[config.mk]
export PLATFORM = sky130hd
export DESIGN_NAME = rx_gearbox
export DESIGN_NICKNAME = d
export VERILOG_FILES = /design/src/logic/rx_gearbox.sv
export SDC_FILE = /design/constraint.sdc
export NUM_CORES = 1
export LEC_CHECK = 0
export BUFFER_PORTS_ARGS = -buffer_cell sky130_fd_sc_hd__buf_4
export CORE_MARGIN = 1
export CORE_UTILIZATION = 58
export DETAILED_ROUTE_END_ITERATION = 12
export PLACE_DENSITY = 0.8
export SYNTH_ARGS = -nofsm -noshare
export SYNTH_HDL_FRONTEND = slang
export SYNTH_SLANG_ARGS = --single-unit
[constraint.sdc]
create_clock -name symbol_clk -period 4.07 [get_ports symbol_clk]
set_input_delay 0 -clock symbol_clk [delete_from_list [all_inputs] [get_ports symbol_clk]]
set_output_delay 0 -clock symbol_clk [all_outputs]
set_load 0.02 [all_outputs]
[src/logic/rx_gearbox.sv]
`timescale 1ns/1ns

// 8 to 10 bit gearbox with bitslip
// Four symbols leave for every five words in steady state
module rx_gearbox (
	input  logic		symbol_clk,
	input  logic		rst_n,
	input  logic [7:0]	rx_word,
	input  logic		bitslip,
	output logic		symbol_valid,
	output logic [9:0]	symbol
);

	//////////////////////////////
	// Bit window

	// Leftover bits, right justified, oldest at hold_q[cnt_q-1]
	logic [8:0]		hold_q;
	// Leftover bit count, never above 9
	logic [3:0]		cnt_q;
	// Leftovers plus the new word, 17 bits at most in use
	logic [16:0]	window;
	// Bits held once the word is appended
	logic [4:0]		total;
	// Same, after a bitslip throws away the oldest bit
	logic [4:0]		avail;

	assign window = {hold_q, rx_word};
	assign total = cnt_q + 5'd8;
	// Dropping the oldest bit just shortens the window from the top
	assign avail = total - {4'd0, bitslip};

	//////////////////////////////
	// Fill count and strobe

	always_ff @(posedge symbol_clk or negedge rst_n) begin
		if (!rst_n) begin
			cnt_q <= '0;
			symbol_valid <= 1'b0;
		end else begin
			// A full symbol is ready, strobe it on the next cycle
			symbol_valid <= (avail >= 5'd10);
			if (avail >= 5'd10) begin
				cnt_q <= 4'(avail - 5'd10);
			end else begin
				cnt_q <= avail[3:0];
			end
		end
	end

	//////////////////////////////
	// Data path

	always_ff @(posedge symbol_clk) begin
		// Low bits always hold whatever is left over
		hold_q <= window[8:0];
		// Oldest ten bits form the symbol, bit 9 first on the wire
		if (avail >= 5'd10) begin
			symbol <= window[avail - 5'd1 -: 10];
		end
	end

endmodule

== Word level (Yosys, flattened, before mapping) ==
Cells that the tools add are included.

* Flip-flop bits (word level): 24
* Latch bits: 0
* Bits in writable memories: 0
* ROM bits: 0
* Output and inout bits: 11
* Logic and storage cells: 11
* Memories: 0

* $add $sub $neg: 4
* Multipliers: 0
* Divide/modulo/power cells: 0
* Magnitude comparators: 1
* Equal/unequal tests: 0
* Shifts and indexed selects: 1
* Muxes and demuxes: 1
* Bitwise operators: 0
* Reductions and logical operators: 0

{| class="wikitable"
|+ Operators by type and width
! cell !! count
|-
| indexed part select 26 x 6 -> 10 bit || 1
|-
| adder 4 x 4 -> 5 bit, second input constant || 1
|-
| greater-or-equal comparator 5 x 4 -> 1 bit, second input constant || 1
|-
| subtractor 5 x 1 -> 5 bit || 1
|-
| subtractor 5 x 1 -> 5 bit, second input constant || 1
|-
| 2-to-1 mux 4 bit || 1
|-
| subtractor 4 bit, second input constant || 1
|}

== Logic depth before layout (Yosys ltp) ==
* Depth after elaboration: 4
* Gate-level depth with buffers: 14

== Worst setup path before layout ==
Ideal clock, no wire load.

* Path type: register to register
* From: reg cnt_q[0]
* To: reg symbol[1] (data pin)
* Setup time: 262 ps
* Arrival: 2555 ps
* Required time: 3808 ps
* Path slack: 1252 ps
* Cell stages (with the launch flop): 13
* Path buffers: 2
* Cell sequence: dfrtp_1 > inv_1 > ha_1 > inv_1 > ha_1 > fa_1 > buf_6 > nand2b_4 > a211oi_2 > or2_1 > buf_6 > o311ai_2 > mux2_1

* Word-level cells in the longest chain between the ends: 4

{| class="wikitable"
|+ RTL lines
! item !! line !! text
|-
| start, declared || 20 || <nowiki>logic [3:0] cnt_q;</nowiki>
|-
| start signal, assigned || 44 || <nowiki>cnt_q <= 4'(avail - 5'd10);</nowiki>
|-
| start signal, assigned || 46 || <nowiki>cnt_q <= avail[3:0];</nowiki>
|-
| adder 4 x 4 -> 5 bit || 29 || <nowiki>assign total = cnt_q + 5'd8;</nowiki>
|-
| subtractor 5 x 1 -> 5 bit || 31 || <nowiki>assign avail = total - {4'd0, bitslip};</nowiki>
|-
| subtractor 5 x 1 -> 5 bit || 59 || <nowiki>symbol <= window[avail - 5'd1 -: 10];</nowiki>
|-
| indexed part select 26 x 6 -> 10 bit || 59 ||
|-
| end signal, assigned || 59 ||
|-
| end, declared || 11 || <nowiki>output logic [9:0] symbol</nowiki>
|}

No other way between the ends.
A chain may end at the register's enable or synchronous reset.

== Worst setup path after layout ==
Same ends and word-level chain as after synthesis.

==> results.cfg <==
[floorplanning]
rows = 20
pin_count = 22
start_util_pct = 60.4
die_area_sq_mm = 0.00338
die_h_um = 58.1
die_x_um = 58.1
floorplan.core_area_sq_mm = 0.00303

[drt]
routed_wl_mm = 4.36
firstDrtPassIters = 5
drc = 0
via_count = 1552
routedWlPerCell_um = 17.4
detail-route-antenna-nets = 0
vias_per_cell = 6.21
drtIter0Drc = 74

[sta]
skew_ns = 0.0141
rsz0062_at_grt = no
drv_slew = 0
setup_tns_ns = 0
tightest_slew_ns = 0.966
layout_min_cycle_time_ns = 3.31
max_clock_freq_mhz = 302
setup_viol = 0
slew_headroom_pct = 35.6
hold_viol_final = 0
post-route-period-util_pct = 81.4

[synth]
synth.area.top_cells = edfxtp_1, mux2i_1, dfxtp_1
ys.flop_type = edfxtp_1
syn_inst = 179
netlist_area_sq_mm = 0.00183
synth_seq_area_share_pct = 33.1
avgSynthCellArea_sq_um = 10.2
ys_async_sr_fraction_pct = 20.8
synth_edf_count = 10
yosys.area.top_type = edfxtp_1
synthDistinctLibCells = 49
synthesis.nets = 199
yosysWarnings = 0
yosysTopAreaCellShare_pct = 16.4
ys_seq_elements = 24

[setup_path]
critPathSlowestCell = ha_1
required_ns = 4.18
r2r-start = cnt_q[0]
worstPathMaxFanout = 25
crit_buf_inv = 3
slowest_delay_ns = 0.93
crit_type = flip-flop to flip-flop
reg2reg_to = symbol[1]
worstRegToRegCells = 11
critPathArrivalTime_ns = 3.43
path_cells = inv_1, ha_1, inv_1, ha_1, inv_1, ha_1, mux2i_1, mux2i_1, o211ai_1, o311ai_2, mux2_1
reg2reg_slack_ns = 0.76
startpoint = cnt_q[0]
worstSetupEndpointType = flip-flop
path_delay_family = adder cells
cp-start-kind = flip-flop

[run_status]
status = complete, no violations

[global_route]
first_global_vias = 1504
grt_use_met2_pct = 46.6
busiest_layer = met2
antenna_found_initial = 0
overflow = 0
met1_usage_pct = 34.7
grt_pass1_wl_mm = 6.83
grt_max_degree = 26
grt_usage_pct = 27.3
met3_usage_pct = 2.23

[clock_tree]
clkLatencyLatePin_ns = 0.34
cts_buffers = 3
clk_path_buf_depth = 2
cts.sinks = 24
clockRootBuffer = clkbuf_4
postCtsSetupBuffers = 0
cts.repair.resized = 0
path_clk_slew_ns = 0.16
cts_tree = done
cts-htree-levels = 1

[final_layout]
n_fill_cell = 235
final_common_cell = buf_4
drive_above_1_share_pct = 21.8
multi_input_area_sq_mm = 0.00112
final_nets = 227
antenna_cells = 0
final_cell_mix = buf_4, mux2i_1, nand2_1
ff_latch_area_sq_um = 606
areaGrowthSynthToFinish_pct = 17.5

[hold_path]
hold_end = cnt_q[1]
holdPathStages = 5
min-delay-start = bitslip
hp-class = primary input to flip-flop

[job]
timing.max_cap.violations = 0

[place]
io_buffers = 21
gp_congestion = 0.925
dp_hpwl_mm = 3.16
-- how the worst max path moves through the flow --
| stage | slack, ns | end | cells past startpoint |
|---|---|---|---|
| 6_report | 0.76 | symbol[1] | 11 |
| 5_1_grt | 0.58 | symbol[3] | 11 |
| 3_3_place_gp | 0.90 | symbol[1] | 11 |
| 4_1_cts | 0.77 | symbol[1] | 11 |
| 2_1_floorplan | 1.25 | symbol[1] | 12 |
| 3_5_place_dp | 0.78 | symbol[1] | 11 |
-- sequential cells by signal, summed over array words and instances (netlist names) --
register and flops:
cnt_q 4, symbol 10, hold_q 9, symbol_valid 1
-- cells by family (layout without fill, tap and decap cells) --
kind of cell | Yosys count | in the layout | synth area share [%]
flip-flops | 24 | 24 | 33.1
AO/OA/AOI/OAI | 43 | 43 | 16.6
multiplexers | 31 | 31 | 22.1
buffers and inverters | 20 | 47 | 5.54
XOR/XNOR | 4 | 4 | 2.74
adder cells (fa/ha/maj) | 9 | 9 | 6.57
AND/OR/NAND/NOR | 48 | 48 | 13.3
-- Yosys cell counts, types with 5 or more instances --
cell type and instances:
mux2i_1 19, nand2_1 16, edfxtp_1 10, a21oi_1 9, dfxtp_1 9, ha_1 8, inv_1 8, o21ai_0 8
mux4_2 7, nor3_1 7, buf_2 6, nand3_1 6, dfrtp_1 5, nor2_1 5
-- tightest hold or removal path: cells and delay by family --
family / cells / cell delay, ns
xor+xnor: 1 / 0.09
fa+ha+maj: 2 / 0.35
buf+inv: 2 / 0.16
-- layout make-up --
cell class,count,area share [%]
well taps,44,2.56
clock buffers,3,1.05
clock inverters,1,1.40
flip-flops and latches,24,28.2
inverters,9,1.57
multi-input cells,135,52.2
repair buffers,34,13.0
-- metal layers --
layer | up-vias | wire length, um
li1 | 729 | -
met3 | 13 | 251
met1 | 726 | 1810
met5 | - | 0
met2 | 84 | 2170
met4 | 0 | 126
-- repair_timing --
action | CTS | global route
hold buffers | 10 | 0
endpoints found under the hold margin | 13 | 0
endpoints found under the setup margin | 0 | 0
-- through the flow --
| step | utilization, % | instances | area (sq um) | hold WS, ns | setup WS [ns] |
|---|---|---|---|---|---|
| CTS | 71.0 | 250 | 2150 | 0.298 | 0.772 |
| global placement | 65.9 | 236 | 2000 | -0.194 | 0.898 |
| floorplan | - | 179 | 1830 | -0.296 | 1.25 |
| finish | 71.0 | 250 | 2150 | 0.286 | 0.757 |
| global route | 71.0 | 250 | 2150 | 0.327 | 0.576 |
| detailed placement | 65.9 | 236 | 2000 | -0.192 | 0.785 |
Power is not shown: default switching activity piles up to over one toggle a cycle in this logic, so the estimate is an artifact.
