[src/logic/sgmii_rx_pkg.sv]
package sgmii_rx_pkg;

	//////////////////////////////
	// Code groups

	// Bit order is abcdei fghj, with a in bit 9 (first on the wire)
	// K28.5 sent while running disparity is negative
	localparam logic [9:0] K28_5_NEG = 10'b0011111010;
	// K28.5 sent while running disparity is positive
	localparam logic [9:0] K28_5_POS = 10'b1100000101;

	// Decoded control codes, packed as {is_ctl, data}
	// Start of packet /S/
	localparam logic [8:0] K27_7 = {1'b1, 8'hFB};
	// End of packet /T/
	localparam logic [8:0] K29_7 = {1'b1, 8'hFD};
	// Carrier extend /R/
	localparam logic [8:0] K23_7 = {1'b1, 8'hF7};
	// Comma, first byte of every idle ordered set
	localparam logic [8:0] K28_5_BYTE = {1'b1, 8'hBC};

	//////////////////////////////
	// Lock and link thresholds

	// Symbols without a comma before the decoder asks for a bitslip
	localparam int SLIP_WAIT = 24;
	// Consecutive bad symbols that drop the lock
	localparam int LOCK_LOSS = 4;
	// Clean commas the PCS must see before raising link_up
	localparam int IDLE_TO_LINK = 3;

	//////////////////////////////
	// State encodings

	// Comma alignment FSM in the decoder
	typedef enum logic [1:0] {
		LK_HUNT,
		LK_SLIP_WAIT,
		LK_LOCKED
	} lock_state_t;

	// Receive PCS FSM
	typedef enum logic [1:0] {
		PCS_DOWN,
		PCS_IDLE,
		PCS_FRAME
	} pcs_state_t;

endpackage

[src/logic/decoded_if.sv]
`timescale 1ns/1ns

// Decoded byte stream between the 8b/10b decoder and the receive PCS
interface decoded_if;

	// One byte per cycle with data_valid high
	logic		data_valid;
	logic [7:0]	data;
	// Byte came from a K code group
	logic		is_ctl;
	// Group not in the code tables
	logic		code_err;
	// Group broke the running disparity
	logic		disp_err;
	// Decoder is word aligned
	logic		locked;

	modport source (
		output data_valid, data, is_ctl, code_err, disp_err, locked
	);

	modport sink (
		input data_valid, data, is_ctl, code_err, disp_err, locked
	);

endinterface

[src/logic/pcs_rx.sv]
`timescale 1ns/1ns

// 1000BASE-X receive PCS, ordered sets to GMII receive bytes
module pcs_rx import sgmii_rx_pkg::*; (
	input  logic		symbol_clk,
	input  logic		rst_n,
	decoded_if.sink		dec,
	output logic		gmii_rx_valid,
	output logic		gmii_rx_dv,
	output logic		gmii_rx_er,
	output logic [7:0]	gmii_rxd,
	output logic		link_up
);

	pcs_state_t		state_q;
	// Clean commas seen so far while the link is down
	logic [$clog2(IDLE_TO_LINK)-1:0]	idle_cnt_q;
	logic [8:0]		code;
	logic			byte_bad;
	logic			sof;

	assign code = {dec.is_ctl, dec.data};
	assign byte_bad = dec.code_err || dec.disp_err;
	// Clean /S/ between frames opens a new frame
	assign sof = dec.locked && (state_q == PCS_IDLE) && (code == K27_7) && !byte_bad;
	assign link_up = (state_q != PCS_DOWN);

	//////////////////////////////
	// Link and frame FSM

	always_ff @(posedge symbol_clk or negedge rst_n) begin
		if (!rst_n) begin
			state_q <= PCS_DOWN;
			idle_cnt_q <= '0;
			gmii_rx_valid <= 1'b0;
			gmii_rx_dv <= 1'b0;
			gmii_rx_er <= 1'b0;
		end else begin
			// Every decoded byte gives one GMII strobe
			gmii_rx_valid <= dec.data_valid;
			if (!dec.locked) begin
				// Alignment gone, start over
				state_q <= PCS_DOWN;
				idle_cnt_q <= '0;
				gmii_rx_dv <= 1'b0;
				gmii_rx_er <= 1'b0;
			end else if (dec.data_valid) begin
				gmii_rx_dv <= 1'b0;
				gmii_rx_er <= 1'b0;
				case (state_q)
					PCS_DOWN: begin
						if (code == K28_5_BYTE && !byte_bad) begin
							if (int'(idle_cnt_q) == IDLE_TO_LINK - 1) begin
								state_q <= PCS_IDLE;
								idle_cnt_q <= '0;
							end else begin
								idle_cnt_q <= idle_cnt_q + 1'b1;
							end
						end else if (byte_bad) begin
							idle_cnt_q <= '0;
						end
					end
					PCS_IDLE: begin
						// Idles and /R/ give strobes with dv low
						if (sof) begin
							state_q <= PCS_FRAME;
							gmii_rx_dv <= 1'b1;
						end
					end
					default: begin
						if (code == K29_7) begin
							state_q <= PCS_IDLE;
						end else if (code == K28_5_BYTE) begin
							// Frame cut short by an idle
							state_q <= PCS_IDLE;
							gmii_rx_dv <= 1'b1;
							gmii_rx_er <= 1'b1;
						end else begin
							gmii_rx_dv <= 1'b1;
							// Bad group or stray K code inside the frame
							gmii_rx_er <= byte_bad || dec.is_ctl;
						end
					end
				endcase
			end
		end
	end

	// /S/ goes out as the first preamble byte
	always_ff @(posedge symbol_clk) begin
		if (dec.data_valid) begin
			gmii_rxd <= sof ? 8'h55 : dec.data;
		end
	end

endmodule

[src/flat_wrapper.sv]
// flat-port wrapper written by rule: the top's interface ports become plain ports
module pcs_rx_flat import sgmii_rx_pkg::*;
  (symbol_clk, rst_n, gmii_rx_valid, gmii_rx_dv, gmii_rx_er, gmii_rxd, link_up, dec_data_valid, dec_data, dec_is_ctl, dec_code_err, dec_disp_err, dec_locked);
  decoded_if dec_i ();
  input  logic symbol_clk;
  input  logic rst_n;
  output logic gmii_rx_valid;
  output logic gmii_rx_dv;
  output logic gmii_rx_er;
  output logic [7:0] gmii_rxd;
  output logic link_up;
  input wire logic [$bits(dec_i.data_valid)-1:0] dec_data_valid;
  input wire logic [$bits(dec_i.data)-1:0] dec_data;
  input wire logic [$bits(dec_i.is_ctl)-1:0] dec_is_ctl;
  input wire logic [$bits(dec_i.code_err)-1:0] dec_code_err;
  input wire logic [$bits(dec_i.disp_err)-1:0] dec_disp_err;
  input wire logic [$bits(dec_i.locked)-1:0] dec_locked;
  assign dec_i.data_valid = dec_data_valid;
  assign dec_i.data = dec_data;
  assign dec_i.is_ctl = dec_is_ctl;
  assign dec_i.code_err = dec_code_err;
  assign dec_i.disp_err = dec_disp_err;
  assign dec_i.locked = dec_locked;
  pcs_rx u_core (.symbol_clk(symbol_clk), .rst_n(rst_n), .dec(dec_i), .gmii_rx_valid(gmii_rx_valid), .gmii_rx_dv(gmii_rx_dv), .gmii_rx_er(gmii_rx_er), .gmii_rxd(gmii_rxd), .link_up(link_up));
endmodule
[config.mk]
export PLATFORM = sky130hd
export DESIGN_NAME = pcs_rx_flat
export DESIGN_NICKNAME = d
export VERILOG_FILES = /design/src/logic/sgmii_rx_pkg.sv /design/src/logic/decoded_if.sv /design/src/logic/pcs_rx.sv /design/src/flat_wrapper.sv
export SDC_FILE = /design/constraint.sdc
export NUM_CORES = 1
export LEC_CHECK = 0
export ABC_AREA = 1
export BUFFER_PORTS_ARGS = -buffer_cell sky130_fd_sc_hd__buf_2
export CAP_MARGIN = 10
export CORE_UTILIZATION = 52
export CTS_CLUSTER_DIAMETER = 120
export DETAILED_ROUTE_END_ITERATION = 7
export PLACE_DENSITY = 0.82
export SLEW_MARGIN = 20
export SYNTH_ARGS = -nofsm -noshare
export SYNTH_HDL_FRONTEND = slang
export SYNTH_SLANG_ARGS = --single-unit
[constraint.sdc]
create_clock -name symbol_clk -period 1.9 [get_ports symbol_clk]
set_input_delay 0.095 -clock symbol_clk [delete_from_list [all_inputs] [get_ports symbol_clk]]
set_output_delay 0.095 -clock symbol_clk [all_outputs]
set_load 0.02 [all_outputs]
-- Word level (Yosys, flattened, before mapping)
Index checks and enable logic that the tools add are counted.
- bits in registers: 15
- input bits: 15
- output and inout bits: 12
- logic and storage cells: 55
- $add $sub $neg: 1
- equal/unequal tests: 12
- mux-type cells: 24
- reduce and logical (&&, ||, !) cells: 12
- operators with widths (cell ; count):
    equality test 9 bit (second input constant) ; 3
    2-to-1 mux 2 bit ; 13
    2-to-1 mux 1 bit ; 9
    != test 3 x 2 -> 1 bit (second input constant) ; 3
    != test 5 x 1 -> 1 bit (second input constant) ; 1
    AND reduction 5 bit ; 1
    logical AND 1 bit ; 4
    one-hot mux 2 bit (2 select lines) ; 1
    != test 3 x 1 -> 1 bit (second input constant) ; 1
    AND reduction 3 bit ; 1
    adder 2 x 1 -> 2 bit (second input constant) ; 1
    equality test 2 x 1 -> 1 bit (second input constant) ; 1
    equality test 2 bit (second input constant) ; 1
    zero test 2 bit ; 1
    logical OR 1 bit ; 2
    != test 2 x 1 -> 1 bit (second input constant) ; 1
    != test 2 bit (second input constant) ; 1
    one-hot mux 1 bit (2 select lines) ; 1
    nonzero test 2 bit ; 1
    OR reduction 2 bit ; 1
    zero test 1 bit ; 1

-- Longest topological paths before layout
- word-level depth: 8
- depth in mapped cells: 10
- depth with buffers taken out: 10

-- Least setup slack after synthesis
No wires, ideal clock.
- path type: flip-flop to flip-flop
- start: register u_core.state_q[1]
- end: register u_core.gmii_rxd[1] (data pin)
- library setup time: 267 ps
- data arrival time: 1022 ps
- slack: 611 ps
- cell stages (with the launch flop): 7
- buffers on the path: 0
- clock period less this slack: 1289 ps
- path through: dfrtp_1 > inv_1 > nand3_2 > inv_2 > nand4_1 > nor4_2 > nor2_1
- longest elaborated chain between the ends: 4
- ends and longest elaborated chain (element ; line ; RTL):
    start: declaration ; pcs_rx.sv:15 ; pcs_state_t state_q;
    start signal: assignment ; pcs_rx.sv:33 ; state_q <= PCS_DOWN;
    start signal: assignment ; pcs_rx.sv:43 ; state_q <= PCS_DOWN;
    start signal: assignment ; pcs_rx.sv:54 ; state_q <= PCS_IDLE;
    equality test 2 x 1 -> 1 bit ; pcs_rx.sv:25 ; assign sof = dec.locked && (state_q == PCS_IDLE) && (code == K27_7) && !byte_bad;
    logical AND 1 bit (3 in series) ; pcs_rx.sv:25 ;
    end signal: assignment ; pcs_rx.sv:92 ; gmii_rxd <= sof ? 8'h55 : dec.data;
    end: declaration ; pcs_rx.sv:11 ; output logic [7:0] gmii_rxd,
Every way passes these cells.
A chain may end at the register's enable or synchronous reset.

-- Final worst setup path
- start: register u_core.state_q[1]
- end: register u_core.gmii_rxd[5] (data pin)
The elaborated chain is that of the path after synthesis.

==> key figures <==
Cells and area
  – N_diodes: 0
  – Most frequent cells in the layout: buf_2, nand2_1, inv_1
  – Most common cell after layout, fill and taps aside: buf_2
  – Share of cells above drive strength 1: 32.8%
  – Layout Area Growth over Synthesis: 21.3%
  – Layout Utilization: 67.8%
  – Fin nets: 153

Placement
  – HPWL after detailed placement: 1370 microns
  – Global placement routability congestion: 0.872
  – Port bufs: 26

Clock network
  – Post-CTS Setup Inserts: 0
  – Num CTS Buffers: 3
  – Clock H-tree levels: 1
  – Clk buf depth: 2
  – Hold Buf Count CTS: 2
  – Sink Count: 15
  – Post-cts repair resize count: 0
  – Root Buffer Master: clkbuf_4
  – CTS tree: built
  – Worst skew pair latency: 290 ps
  – Worst-path clk slew: 90 ps

Synth
  – EDFF count, synth: 8
  – Netlist cell types: 19
  – Post-synthesis cell area: 852 sq um
  – Post-synth ARST share: 46.7%
  – Synth Instances: 108
  – Top_reg_cell synth: edfxtp_1
  – Yosys Warn Count: 0
  – Synth Net Count: 123
  – Synth Area per Inst: 7.89 sq um
  – Seq cells post-synth: 15
  – Post-synthesis sequential area ratio: 48.8%

Pwr
  – Clk pwr share: 20.4%
  – Sequential share of power: 45.4%
  – Internal: 0.000573 W
  – Net Sw Frac: 37.2%
  – PwrDens: 882 nW/um^2
  – Leakage: 0.517 nW
  – Sw Pwr: 0.000340 W
  – Worst IR drop on VDD: 0.000525 V
  – Combinational power share: 34.2%

Global route
  – GRT overflow: 0
  – All-Layer GR Usage: 22.9%
  – Pin count of the biggest net entering global routing: 15
  – Initial antenna violation count: 0
  – Number of global-route vias before repair: 711
  – First-pass GRT wire length: 3060 microns

Worst setup path
  – CP top delay family: simple AND/OR/NAND/NOR gates
  – R2R depth: 6
  – Crit Reg-Reg Endpoint: u_core.gmii_rxd[5]
  – Critical path depth: 6
  – Slowest CP cell: dfrtp_1
  – CP peak stage delay: 420 ps
  – Crit path arrival time: 1490 ps
  – FF-to-FF Start: u_core.state_q[1]
  – Critical Path Source Type: flop
  – Crit. End Element: flop
  – CP endpoint: u_core.gmii_rxd[5]
  – Buf/Inv on CP: 2
  – R2r setup slk: 450 ps
  – Worst setup path startpoint: u_core.state_q[1]
  – Worst Path Required: 1940 ps
  – Crit Path Max Fanout: 4
  – Crit path kind: reg2reg
  – Crit path cell chain: inv_1 > nand3_2 > inv_2 > nand4_1 > nor4_2 > nor2_1

Floorplan
  – Core Footprint: 1520 sq um
  – Initial core utilization: 55.9%
  – Top Ports: 27
  – Chip Width: 42.5 microns
  – Die area: 1800 sq um
  – Die H: 42.5 microns
  – FP Rows: 14

STA
  – Fin. max-slew vios: 0
  – Peak Freq: 688 MHz
  – RSZ-0062 raised after global routing: no
  – Final setup fails: 0
  – Final Cycle Share: 76.5%
  – Max-slew headroom: 75.9%
  – Final Critical Period: 1450 ps
  – Hold Fails Final Rpt: 0
  – Worst-Margin Slew: 358 ps
  – Setup TNS: 0 ps
  – Final clock skew: 2.23 ps

Detailed routing
  – DR vias: 791
  – Vias/cell: 5.17
  – DRC: 0
  – Post-DR wirelength/cell: 12.0 microns
  – WL final: 1830 microns
  – Drt first pass iters: 6
  – DRT antenna net count: 0
  – Initial drt markers: 43

Run
  – Max-cap check violation count: 0

Min path
  – Hold/Removal Path Class: in2reg

Status
  – Outcome: finished clean
==> Yosys cell counts, types with 3 or more instances <==
cell      count  area [sq um]
a21oi_1       3          15.0
edfxtp_1      8           240
nand2_1      21          78.8
nor2_1       14          52.6
nand3_1      10          50.1
o21ai_0       5          25.0
inv_1        15          56.3
dfrtp_1       7           175
nand4_1       5          31.3
nand2_2       4          25.0
inv_2         3          11.3
nor2_2        4          25.0
==> worst reg2reg max path: cells and delay by family (launching register included) <==
kind | cells | cell delay [ps]
buf+inv | 2 | 220
simple gates | 4 | 560
flops | 1 | 420
==> worst min path at each step <==
stage	to	slack [ps]	cells past startpoint	from
3_3_place_gp	u_core.gmii_rx_dv	-70	1	rst_n
4_1_cts	u_core.gmii_rxd[6]	20	1	dec_data[6]
5_1_grt	u_core.gmii_rxd[6]	20	1	dec_data[6]
6_report	u_core.gmii_rxd[6]	20	1	dec_data[6]
2_1_floorplan	u_core.gmii_rx_dv	-200	0	rst_n
3_5_place_dp	u_core.gmii_rx_dv	-60	1	rst_n
==> power groups by stage <==
stage,Sequential [W],Clock (W),Combinational [W]
6_report,0.000414,0.000186,0.000312
5_1_grt,0.000421,0.000203,0.000351
4_1_cts,0.000413,0.000190,0.000311
3_5_place_dp,0.000420,0,0.000306
3_3_place_gp,0.000416,0,0.000300
2_1_floorplan,0.000442,0,0.000186
==> cell type report <==
| type | count | area (sq um) |
|---|---|---|
| fill | 140 | 490 |
| sequential | 15 | 415 |
| multi-input combinational | 72 | 353 |
| timing repair buffer | 28 | 150 |
| inverter | 18 | 67.6 |
| clock buffer | 3 | 22.5 |
| tap | 16 | 20.0 |
| clock inverter | 1 | 5.00 |
==> state kept, by name (all words and copies together), names as in the netlist <==
signal / cells
u_core.gmii_rx_valid: 1
u_core.gmii_rx_er: 1
u_core.gmii_rxd: 8
u_core.idle_cnt_q: 2
u_core.state_q: 2
u_core.gmii_rx_dv: 1
==> cells by family after synthesis <==
family / count (synthesis) / share of synthesized area (%)
flops: 15 / 48.8
compound gates: 8 / 4.70
buf+inv: 21 / 9.84
simple gates: 64 / 36.7
==> per-stage QoR <==
step	hold slack, ps	power, W	setup WS, ps	cells	area (sq um)
floorplan	-201	0.000628	611	108	852
global placement	-65.6	0.000715	541	147	986
detailed placement	-63.3	0.000726	451	147	986
CTS	15.8	0.000914	438	153	1030
global route	16.3	0.000975	264	153	1030
finish	24.8	0.000912	447	153	1030
==> layer usage <==
metal,track usage [%],up-vias,share of wire [%]
met3,3.88,6,5.0
met1,27.9,347,43
met4,13.1,0,2.5
li1,-,404,-
met5,0,-,0
met2,37.8,34,50
Power figures use the tool's default switching activity.
